`src/tf_pkg.sv`:
```
`default_nettype none

package tf_pkg;

	// datapath word and product widths
	localparam int D_WIDTH = 16;

	typedef logic [D_WIDTH-1:0] word_t;
	typedef logic [2*D_WIDTH-1:0] prod_t;

	// lane count and the number of base rows, one per iteration depth
	localparam int LANES = 4;
	localparam int DEPTH = 4;

	typedef logic [$clog2(DEPTH)-1:0] depth_t;

	// twiddle constant table
	localparam int CONST_ENTRIES = 16;

	typedef logic [$clog2(CONST_ENTRIES)-1:0] cidx_t;

	// prime modulus used by every lane
	localparam word_t Q = 16'd12289;

	// Barrett reduction constants, K is the bit length of Q
	// and MU is floor(2^(2K) / Q)
	localparam int BARRETT_K = 14;
	localparam word_t BARRETT_MU = 16'd21843;

	// cycles from registered operands to a valid product
	localparam int MUL_LATENCY = 3;

endpackage

`default_nettype wire
```
`src/tf_barrett_mul.sv`:
```
`timescale 1ns/1ps
`default_nettype none

module tf_barrett_mul (
	input  wire logic          clk,
	input  wire logic          rst,
	input  wire tf_pkg::word_t a,
	input  wire tf_pkg::word_t b,
	output tf_pkg::word_t      result
);

	// stage one holds the full product
	tf_pkg::prod_t p1;

	// stage two holds the product and the quotient estimate
	tf_pkg::prod_t p2;
	tf_pkg::word_t q2;

	tf_pkg::prod_t prod_hi;
	tf_pkg::prod_t mu_prod;
	tf_pkg::prod_t q_est;

	tf_pkg::prod_t q_times_mod;
	tf_pkg::prod_t r0;
	tf_pkg::prod_t r1;
	tf_pkg::prod_t r2;

	always_ff @(posedge clk or posedge rst) begin
		if (rst) begin
			p1 <= '0;
		end else begin
			p1 <= tf_pkg::prod_t'(a) * tf_pkg::prod_t'(b);
		end
	end

	// the estimate floor(floor(p / 2^(K-1)) * mu / 2^(K+1)) undershoots
	// the true quotient by at most two
	always_comb begin
		prod_hi = p1 >> (tf_pkg::BARRETT_K - 1);
		mu_prod = prod_hi * tf_pkg::prod_t'(tf_pkg::BARRETT_MU);
		q_est   = mu_prod >> (tf_pkg::BARRETT_K + 1);
	end

	always_ff @(posedge clk or posedge rst) begin
		if (rst) begin
			p2 <= '0;
			q2 <= '0;
		end else begin
			p2 <= p1;
			q2 <= q_est[tf_pkg::D_WIDTH-1:0];
		end
	end

	// remainder before correction lies below 3Q
	always_comb begin
		q_times_mod = tf_pkg::prod_t'(q2) * tf_pkg::prod_t'(tf_pkg::Q);
		r0 = p2 - q_times_mod;
		if (r0 >= tf_pkg::prod_t'(tf_pkg::Q)) begin
			r1 = r0 - tf_pkg::prod_t'(tf_pkg::Q);
		end else begin
			r1 = r0;
		end
		if (r1 >= tf_pkg::prod_t'(tf_pkg::Q)) begin
			r2 = r1 - tf_pkg::prod_t'(tf_pkg::Q);
		end else begin
			r2 = r1;
		end
	end

	always_ff @(posedge clk or posedge rst) begin
		if (rst) begin
			result <= '0;
		end else begin
			result <= r2[tf_pkg::D_WIDTH-1:0];
		end
	end

endmodule

`default_nettype wire

```
`config.mk`:
```
export PLATFORM = sky130hd
export DESIGN_NAME = tf_barrett_mul
export DESIGN_NICKNAME = d
export VERILOG_FILES = /design/src/tf_pkg.sv /design/src/tf_barrett_mul.sv
export SDC_FILE = /design/constraint.sdc
export NUM_CORES = 1
export LEC_CHECK = 0
export ABC_AREA = 1
export BUFFER_PORTS_ARGS = -buffer_cell sky130_fd_sc_hd__buf_4
export CORE_UTILIZATION = 65
export CTS_BUF_LIST = sky130_fd_sc_hd__clkbuf_8
export DETAILED_ROUTE_END_ITERATION = 8
export PLACE_DENSITY = 0.82
export SLEW_MARGIN = 20
export SYNTH_ARGS = -nofsm -noshare
export SYNTH_HDL_FRONTEND = slang
export SYNTH_SLANG_ARGS = --single-unit
```
`constraint.sdc`:
```
create_clock -name clk -period 12.6 [get_ports clk]
set_input_delay 0.63 -clock clk [delete_from_list [all_inputs] [get_ports clk]]
set_output_delay 0.63 -clock clk [all_outputs]
set_load 0.05 [all_outputs]
```
; ---- Word-level counts from Yosys, hierarchy flattened
; Cells that the tools add are included.
[word_totals]
inputBits = 34
register_bits = 96
[op_classes]
order_cmp = 2
n_mul = 3
muxes = 2
addsub = 3
[ops]
columns = operator, n
row1 = $ge 32x14->1 const B, 2
row2 = $mul 16x16->32, 1
row3 = $mux 32, 1
row4 = $sub 32x14->32 const B, 1
row5 = $sub 32x30->32, 1
row6 = $mul 19x15->31 const B, 1
row7 = $mul 16x14->30 const B, 1
row8 = $mux 16, 1
row9 = $sub 16x14->16 const B, 1

; ---- Logic depth before layout (Yosys ltp)
[depth]
word_depth = 6
ltp_mapped = 40
depth_no_buf = 39

; ---- Least setup slack after synthesis
; No wires, ideal clock.
[synth_path]
kind = in2reg
startpoint = in b[1]
endpoint = reg p1[31]
arrival_ps = 6331
slack_ps = 6190
n_path_buf = 2
path_stages = 24
cell_sequence = clkbuf_1 clkbuf_1 nand2_1 fa_1 inv_1 fa_1 inv_1 fa_1 fa_1 inv_1 fa_1 inv_1 fa_1 inv_1 ha_1 a21oi_1 o21ai_0 a21boi_0 o21ai_0 a21boi_0 o21bai_1 nand3_1 nand3_1 xor2_1
[synth_between]
elab_chain_len = 1
[synth_lines]
columns = item, line
row1 = from (decl), tf_barrett_mul.sv:8  ; input wire tf_pkg::word_t b,
row2 = $mul 16x16->32, tf_barrett_mul.sv:32  ; p1 <= tf_pkg::prod_t'(a) * tf_pkg::prod_t'(b);
row3 = to (signal assigned), tf_barrett_mul.sv:32
row4 = to (decl), tf_barrett_mul.sv:13  ; tf_pkg::prod_t p1;
; Every way passes these cells.

; ---- Final worst setup path
[layout_path]
startpoint = in a[6]
endpoint = reg p1[31]
[layout_between]
elab_chain_len = 1
[layout_lines]
columns = item, line
row1 = from (decl), tf_barrett_mul.sv:7  ; input wire tf_pkg::word_t a,
row2 = $mul 16x16->32, tf_barrett_mul.sv:32
; Every way passes these cells.

==> results.cfg <==
[worst_setup_path]
worstPathArrival_ps = 6960
cp_common_cell = inv_1
worstSetupEndpointType = flip-flop
required_ps = 12930
startpoint_type = input port
path_class = in -> reg
critPathTopFamily = adder cells
slowest_delay_ps = 550
crit_slowest_cell = o21ai_0
path_buf_inv = 7
worstPathMaxFanout = 16

[drt]
antenna_left = 0
post_drt_wl_per_cell_microns = 16.1
wl_mm = 56.5
routed-wl-met2_mm = 28.4
dr.first_iter.drc_count = 1146
via_per_inst = 5.43
drcViolationCount = 0
m1WireLength_mm = 22.3
vias = 19100
top_layer_used = met4
wl_met3_mm = 2.75
first_pass_iters = 6

[status]
status = finished, final reports clean

[synthesis]
synth_cell_types = 46
yosysTopAreaCellShare_pct = 26.1
synth_area_per_cell_sq_um = 7.56
ys_seq_area_share_pct = 10.4
synth-edff-count = 0
synth_fp_nets = 3775
synth-seq-cells = 96
syn_inst = 3056
async_flop_share_pct = 100
yosysTopAreaCell = fa_1
synth.cell_area_sq_mm = 0.0231
ys_top_cells_by_area = fa_1, ha_1, nand2_1, inv_1, dfrtp_1
ys.flop_type = dfrtp_1
yosysMostFrequentCell = nand2_1
synth_warnings = 0
synth_common_cells = nand2_1, inv_1, ha_1, fa_1, nor2_1

[global_route]
grt_pass1_vias = 19700
grt_pass1_wl_mm = 93.9
grt_overflow = 0
grt_max_degree = 57
grt_antenna_before_repair = 0
grt.total_usage_pct = 32.8

[flow_run]
cap_violations = 0

[sta]
fin_crit_ps = 6630
hold_viol_final = 0
fmax_mhz = 151
setup_viol = 0
clock_skew_ps = 21.7
rsz0062_at_grt = false
setup_tns_ps = 0
min_period_over_period_pct = 52.6
worstMarginPinSlew_ps = 683
setup_ws_ps = 5970
relSlewSlack_pct = 54.5
slew_viol_final = 0

[layout]
layout.nets = 3767
drive_gt1_share_pct = 5.11
area_growth_pct = 3.67
num_antenna_cells = 0
num-fill-cells = 2869
seq_area_sq_mm = 0.00240
design_area_sq_mm = 0.0239
multi_input_area_sq_mm = 0.0174

[die]
fp.dieH_microns = 191
start_util_pct = 66.4
dieArea_sq_mm = 0.0363
num_rows = 68
die_w_microns = 191
core-area_sq_mm = 0.0348
ios = 50

[placement]
post-place-ws_ps = 5610
port_buffers = 49
place_area_sq_mm = 0.0238
dp_hpwl_mm = 48.6
gp_congestion = 0.960

[clock_network]
postCtsHoldBufs = 0
post_cts.repair.setup_buffers = 0
clockRootBuffer = clkbuf_8
clkLatencyLatePin_ps = 400
path_clk_slew_ps = 110
cts-htree-levels = 3
cts_buffers = 9
cts_tree = yes
max-clock-path-buffers = 2
cts_resized = 0
clkSinkCount = 96

[min_path]
hold_path.class = in -> async
registers in the layout, indices dropped and copies added (netlist names):
signal	count
p1	32
result	16
q2	16
p2	32
per-stage QoR:
step | std cells | util [%] | hold slack, ps
floorplan | 3056 | - | 331
global placement | 3492 | 68.3 | 332
detailed placement | 3492 | 68.3 | 336
CTS | 3508 | 68.8 | 280
global route | 3508 | 68.8 | 308
finish | 3508 | 68.8 | 281
per-layer routing:
| metal | GRT usage [%] | vias up |
|---|---|---|
| met5 | 0 | - |
| met4 | 16.8 | 0 |
| met2 | 58.2 | 623 |
| li1 | - | 9118 |
| met3 | 2.82 | 177 |
| met1 | 39.8 | 9145 |
kinds of logic after synthesis:
kind of cell / synth area share, %
and+or+nand+nor: 22.1
xor gates and xnor gates: 2.76
buffers and inverters: 14.2
adders and majority gates: 46.9
DFF: 10.4
AOI/OAI and AO/OA: 3.74
worst paths after layout:
kind	end	slack (ps)	depth (start not counted)	startpoint
worst max-delay path	p1[31]	5970	27	a[6]
worst max register to register	result[2]	6010	31	q2[4]
worst min register to register	p2[1]	350	0	p1[1]
worst min-delay path	p1[28]	280	2	rst
max in group asynchronous	p1[1]	11220	3	rst
min in group clk	p2[1]	350	0	p1[1]
area by class of cell:
type / count / area share, %
Multi-Input combinational cell: 2099 / 72.8
Tap cell: 455 / 2.38
Sequential cell: 96 / 10.0
Clock buffer: 9 / 0.517
Clock inverter: 7 / 0.303
Timing Repair Buffer: 50 / 1.57
Inverter: 792 / 12.4
layout by cell type (no fill, tap or decap), types with 23 or more instances in the layout:
cell type / netlist / routed
ha_1: 384 / 384
inv_1: 779 / 778
buf_4: 0 / 50
nand3_1: 127 / 127
fa_1: 301 / 301
dfrtp_1: 96 / 96
xnor2_1: 23 / 23
a21oi_1: 82 / 82
nand4_1: 30 / 30
xor2_1: 46 / 46
o21ai_0: 35 / 35
nor2_1: 141 / 141
nand2_1: 800 / 800
worst register-to-register path: cells and delay by family (launching register included):
family / cells / cell delay, ps
flip-flops: 1 / 480
buffers and inverters: 1 / 40
AO/OA/AOI/OAI: 1 / 340
AND/OR/NAND/NOR: 21 / 2720
adder cells (fa/ha/maj): 8 / 2980
Power is left out: the tool's default activity adds up to more than one toggle a clock period on the data nets, which glitch-free logic cannot reach.
