==> src/tf_pkg.sv <==
`default_nettype none

package tf_pkg;

	// datapath word and product widths
	localparam int D_WIDTH = 16;

	typedef logic [D_WIDTH-1:0] word_t;
	typedef logic [2*D_WIDTH-1:0] prod_t;

	// lane count and the number of base rows, one per iteration depth
	localparam int LANES = 4;
	localparam int DEPTH = 4;

	typedef logic [$clog2(DEPTH)-1:0] depth_t;

	// twiddle constant table
	localparam int CONST_ENTRIES = 16;

	typedef logic [$clog2(CONST_ENTRIES)-1:0] cidx_t;

	// prime modulus used by every lane
	localparam word_t Q = 16'd12289;

	// Barrett reduction constants, K is the bit length of Q
	// and MU is floor(2^(2K) / Q)
	localparam int BARRETT_K = 14;
	localparam word_t BARRETT_MU = 16'd21843;

	// cycles from registered operands to a valid product
	localparam int MUL_LATENCY = 3;

endpackage

`default_nettype wire
==> src/tf_base_bank.sv <==
`timescale 1ns/1ps
`default_nettype none

module tf_base_bank (
	input  wire logic           clk,
	input  wire logic           rst,
	input  wire logic           init_base,
	input  wire logic           ren,
	input  wire logic           wen,
	input  wire tf_pkg::depth_t depth,
	input  wire tf_pkg::word_t  base_in [tf_pkg::LANES],
	input  wire tf_pkg::word_t  wb_in [tf_pkg::LANES],
	output tf_pkg::word_t       tf_base [tf_pkg::LANES]
);

	// one row per iteration depth, one word per lane
	tf_pkg::word_t bank [tf_pkg::DEPTH][tf_pkg::LANES];

	logic          wr_en;
	tf_pkg::word_t wr_data [tf_pkg::LANES];

	// a row is written either from the load port or from the lane products,
	// the two strobes never come together
	always_comb begin
		wr_en = init_base | wen;
		for (int l = 0; l < tf_pkg::LANES; l++) begin
			if (init_base) begin
				wr_data[l] = base_in[l];
			end else begin
				wr_data[l] = wb_in[l];
			end
		end
	end

	always_ff @(posedge clk or posedge rst) begin
		if (rst) begin
			for (int d = 0; d < tf_pkg::DEPTH; d++) begin
				for (int l = 0; l < tf_pkg::LANES; l++) begin
					bank[d][l] <= '0;
				end
			end
		end else if (wr_en) begin
			for (int l = 0; l < tf_pkg::LANES; l++) begin
				bank[depth][l] <= wr_data[l];
			end
		end
	end

	// the read samples the row before any write on the same edge lands,
	// so a streaming read of the row being updated returns the old words
	always_ff @(posedge clk or posedge rst) begin
		if (rst) begin
			for (int l = 0; l < tf_pkg::LANES; l++) begin
				tf_base[l] <= '0;
			end
		end else if (ren) begin
			for (int l = 0; l < tf_pkg::LANES; l++) begin
				tf_base[l] <= bank[depth][l];
			end
		end else begin
			// idle cycles feed zeros into the multipliers
			for (int l = 0; l < tf_pkg::LANES; l++) begin
				tf_base[l] <= '0;
			end
		end
	end

endmodule

`default_nettype wire

==> config.mk <==
export PLATFORM = sky130hd
export DESIGN_NAME = tf_base_bank
export DESIGN_NICKNAME = d
export VERILOG_FILES = /design/src/tf_pkg.sv /design/src/tf_base_bank.sv
export SDC_FILE = /design/constraint.sdc
export NUM_CORES = 1
export LEC_CHECK = 0
export BUFFER_PORTS_ARGS = -buffer_cell sky130_fd_sc_hd__buf_4
export CORE_MARGIN = 3
export CORE_UTILIZATION = 50
export CTS_CLUSTER_SIZE = 25
export DETAILED_ROUTE_END_ITERATION = 10
export GPL_TIMING_DRIVEN = 0
export PLACE_DENSITY = 0.77
export SKIP_LAST_GASP = 1
export SLEW_MARGIN = 10
export SYNTH_ARGS = -nofsm -noshare
export SYNTH_HDL_FRONTEND = slang
export SYNTH_SLANG_ARGS = --single-unit
==> constraint.sdc <==
create_clock -name clk -period 28.7 [get_ports clk]
set_input_delay 2.87 -clock clk [delete_from_list [all_inputs] [get_ports clk]]
set_output_delay 2.87 -clock clk [all_outputs]
set_load 0.02 [all_outputs]
Word level (Yosys, flattened, before mapping). Index checks and enable logic that the tools add are counted.

Register bits: 320. Output and inout port bits: 64. ROM bits: 0. Memories: 0. Bits in latches: 0. Logic and storage cells: 45. Bits in writable memories: 0.

Add/subtract/negate cells: 0. Bitwise logic cells: 2. Reduce and logical (&&, ||, !) cells: 1. Shift-type cells: 0. Mux-type cells: 20. Equality and inequality tests: 0. Div/mod/pow operators: 0. Multiply operators: 0. $lt $le $gt $ge: 2.

Operators with widths (count): $bwmux 256 (4); $demux 64 s2 (4); $mux 64 (4); $bmux 64 s2 (1); $mux 16 (5); $mux 48 (1); $mux 32 (1); $ge 3x3->1 const B (1); $lt 3x1->1 const B (1); $not 2->3 (1); $logic_and 1x1->1 (1); $or 1x1->1 (1).

Logic depth before layout (Yosys ltp).
Depth in word-level cells: 9. Depth in mapped cells: 5.

Worst setup path before layout. OpenSTA, ideal clock, no wires.

Path type: input-to-reg. Start: input port depth[0]. End: register bank[100] (netlist bit). Path buffers: 3. Stages: 5. Arrival: 4.015 ns. Slack: 24.559 ns. Data required time: 28.575 ns. Cell sequence: buf_2 > or3b_1 > buf_2 > buf_6 > mux2_4.

Longest elaborated chain between the ends: 8.

RTL lines: from (decl) (RTL line tf_base_bank.sv:10) `input wire tf_pkg::depth_t depth,`; $not 2->3 (not written as such) (*) (RTL line tf_base_bank.sv:44) `bank[depth][l] <= wr_data[l];`; $ge 3x3->1 (not written as such) / $lt 3x1->1 (equally long branches) (RTL line tf_base_bank.sv:44); $logic_and 1x1->1 (not written as such) (RTL line tf_base_bank.sv:44); $mux 48 (not written as such) (RTL line tf_base_bank.sv:44); $demux 64 s2 (RTL line tf_base_bank.sv:44); $bwmux 256 (2 in a row) (RTL line tf_base_bank.sv:44); $bwmux 256 (*) (RTL line tf_base_bank.sv:44); to (signal, indexed assignment) (RTL line tf_base_bank.sv:44); to (decl) (RTL line tf_base_bank.sv:17) `tf_pkg::word_t bank [tf_pkg::DEPTH][tf_pkg::LANES];`.

Mark *: on every way between the ends. The rest lies on a longest branch, timed or not. A chain may end at the register's enable or synchronous reset.

Final worst setup path.
Start: input port depth[0]. End: register tf_base[28] (netlist bit).

Longest elaborated chain between the ends: 5.

RTL lines: $not 2->3 (not written as such) (RTL line tf_base_bank.sv:58) `tf_base[l] <= bank[depth][l];`; $bmux 64 s2 (RTL line tf_base_bank.sv:58); $mux 64; $mux 64 (not written as such) (RTL line tf_base_bank.sv:58); $mux 64 (RTL line tf_base_bank.sv:56) `end else if (ren) begin`; to (signal, indexed assignment) (RTL line tf_base_bank.sv:58); to (decl) (RTL line tf_base_bank.sv:13) `output tf_pkg::word_t tf_base [tf_pkg::LANES]`.

Every way passes these cells. The select of a mux whose other input is x is not followed.

==> run_results.csv <==
group,metric,value,unit
status,run_status,"complete, no violations",
cts,clock_latency,500,ps
setup_path,critPathLaunchType,"input pin",
setup_path,cpMostUsedCell,"clkbuf_1",
timing,fmax,0.2356,GHz
finish,layout_common_cells,"dfrtp_1 (320), mux2_2 (260), buf_4 (196), mux2i_1 (128), o22ai_1 (64)",
drt,avgViaCountPerCell,5.448,
setup_path,cpPeakStageDelay,680,ps
drt,route.detailed.drc,0,
setup_path,crit_family,"buffers and inverters",
cts,cts_hold_buf,0,
yosys,synthCells,902,
setup_path,arrival,4560,ps
yosys,synth.cell_area,13910,um^2
timing,slew_headroom,43.58,%
timing,post-route-min-period,4244,ps
timing,hold_viol_final,0,
cts,cts.sinks,320,
placement,place_ws,24000,ps
global_routing,grt.met1_usage,29.80,%
hold_path,hold_path_class,"flip-flop to flip-flop",
global_routing,grt_use_met3,4.787,%
setup_path,ff2ff_setup_slack,27860,ps
timing,final_max_slew_viol_count,0,
floorplanning,row_count,60,
drt,wl,32590,um
power,power_per_cell_area,73.41,nW/um^2
yosys,ys_ff_latch,320,
floorplanning,die_h,172.8,um
finish,fin_util,62.73,%
timing,hold_ws,504.1,ps
floorplanning,dieArea,29860,um^2
timing,timing_worst_slew_pin_value,846.4,ps
finish,finalNetCount,1271,
setup_path,worstSetupPathType,"input pin to flip-flop",
yosys,synth.area.top_cells,"dfrtp_1 (58%), mux2_2 (21%), mux2i_1 (9.2%)",
cts,cts_tree,"yes",
global_routing,grt_pass1_wl,50830,um
timing,rsz0062_at_grt,"no",
finish,layout_commonest_cell,"dfrtp_1",
cts,clk_pin_slew,60,ps
global_routing,busiest_layer,"met2",
placement,place_hpwl,21480,um
power,ir_drop,0.05068,mV
global_routing,globalRouteOverflowTotal,0,
global_routing,use_met2,35.48,%
timing,setup_ws,24460,ps
setup_path,end_kind,"flip-flop",
global_routing,grt_pass1_vias,9032,
cts,post_cts_resized,0,
yosys,synth_top_area_share,57.56,%
setup_path,worst-endpoint-required,29020,ps
global_routing,antenna_found_initial,1,
cts,numCtsBuffers,34,
timing,setup_viol,0,
power,p_total,1.251,mW
cts,htreeDepth,2,
drt,antenna_left,0,
setup_path,path_buf_inv,3,
cts,cts_root_buf,"clkbuf_16",
finish,diodes,0,
floorplanning,core-area,27180,um^2
global_routing,grt_start_max_net_pins,125,
setup_path,crit_chain,"buf_2, nand2b_1, clkbuf_1, clkbuf_1, o22ai_1",
floorplanning,chipWidth,172.8,um
global_routing,track_usage,21.75,%
cts,cts_setup_buffers,0,
setup_path,cp_max_fo,10,
timing,fin_skew,9.916,ps
yosys,synth.net_count,1037,
drt,num_vias,8335,
floorplanning,initial_core_util,51.19,%
setup_path,cpMaxStageDelayCell,"clkbuf_1",
drt,first_iter_violations,552,
finish,drive_above_1_share,53.63,%
placement,finalWeightedCongestion,0.7678,
power,leakage,8.053,nW
drt,avgRoutedWirePerCell,21.30,um
job,maxCapViolCount,0,
timing,finalSetupTns,0,ps
timing,fin_crit_sh,14.79,%
drt,drt_pass1_iterations,4,
yosys,avgSynthCellArea,15.42,um^2
placement,io_buffers,196,
cts,ctsLongestPathBuffers,3,
finish,syn2layout_area_growth,22.54,%
yosys,seq_area_frac_synth,57.56,%
floorplanning,num_io_pins,199,
yosys,synthDistinctLibCells,17,
yosys,yosys.area.top_type,"dfrtp_1",
yosys,synth_warnings,0,
final timing paths:
path,start,end,depth (start not counted)
worst max-delay path,depth[0],tf_base[28]$_DFF_PP0_,5
worst min-delay path,bank[11]$_DFFE_PP0P_,bank[11]$_DFFE_PP0P_,1
worst max register to register,bank[123]$_DFFE_PP0P_,tf_base[59]$_DFF_PP0_,2
worst min register to register,bank[11]$_DFFE_PP0P_,bank[11]$_DFFE_PP0P_,1
max in group asynchronous,rst,tf_base[45]$_DFF_PP0_,3
min in group asynchronous,rst,tf_base[38]$_DFF_PP0_,2
metrics by stage:
step / area, um^2 / std cells
after CTS: 17050 / 1530
after floorplan: 13910 / 902
after global placement: 15850 / 1470
after detailed placement: 15910 / 1472
after global routing: 17050 / 1530
final: 17050 / 1530
sequential cells by signal, summed over array words and instances (netlist names):
signal / flops
bank: 256
tf_base: 64
kinds of logic after synthesis:
family	synth area share (%)
compound gates	2.968
flops	57.56
simple gates	0.3328
buf+inv	2.401
mux	36.73
worst reg2reg max path, delay by kind of cell, from the launching register on:
| kind | cells | cell delay [ps] |
|---|---|---|
| compound gates | 1 | 120 |
| flops | 1 | 380 |
| mux | 1 | 180 |
layer usage:
layer	wire, um	up-vias
li1	-	3765
met1	14260	4296
met2	15700	220
met3	1951	52
met4	656	2
met5	20	-
synth_stat cells:
cell      instances
nor2_1            1
or3b_1            1
dfrtp_1         320
buf_6             6
buf_2            42
buf_1             1
mux2_2          260
nor3_4            1
nor3b_1           1
clkbuf_1         13
inv_1             1
o22ai_1          64
mux2_4           60
nand2b_1          1
o211ai_2          1
mux2i_1         128
nand2_1           1
layout make-up:
type	count	area [um^2]
Fill cell	2083	10130
Sequential cell	320	8008
Multi-Input combinational cell	519	5569
Timing Repair Buffer	198	1526
Clock buffer	53	1086
Tap cell	372	465.4
Buffer	62	330.3
Clock inverter	5	50.05
Inverter	1	11.26
where the power goes:
group	internal [mW]	total [mW]	switching, mW
clock network	0.268	0.441	0.173
registers	0.537	0.580	0.0426
logic	0.130	0.231	0.100
(Power assumes the default switching activity.)
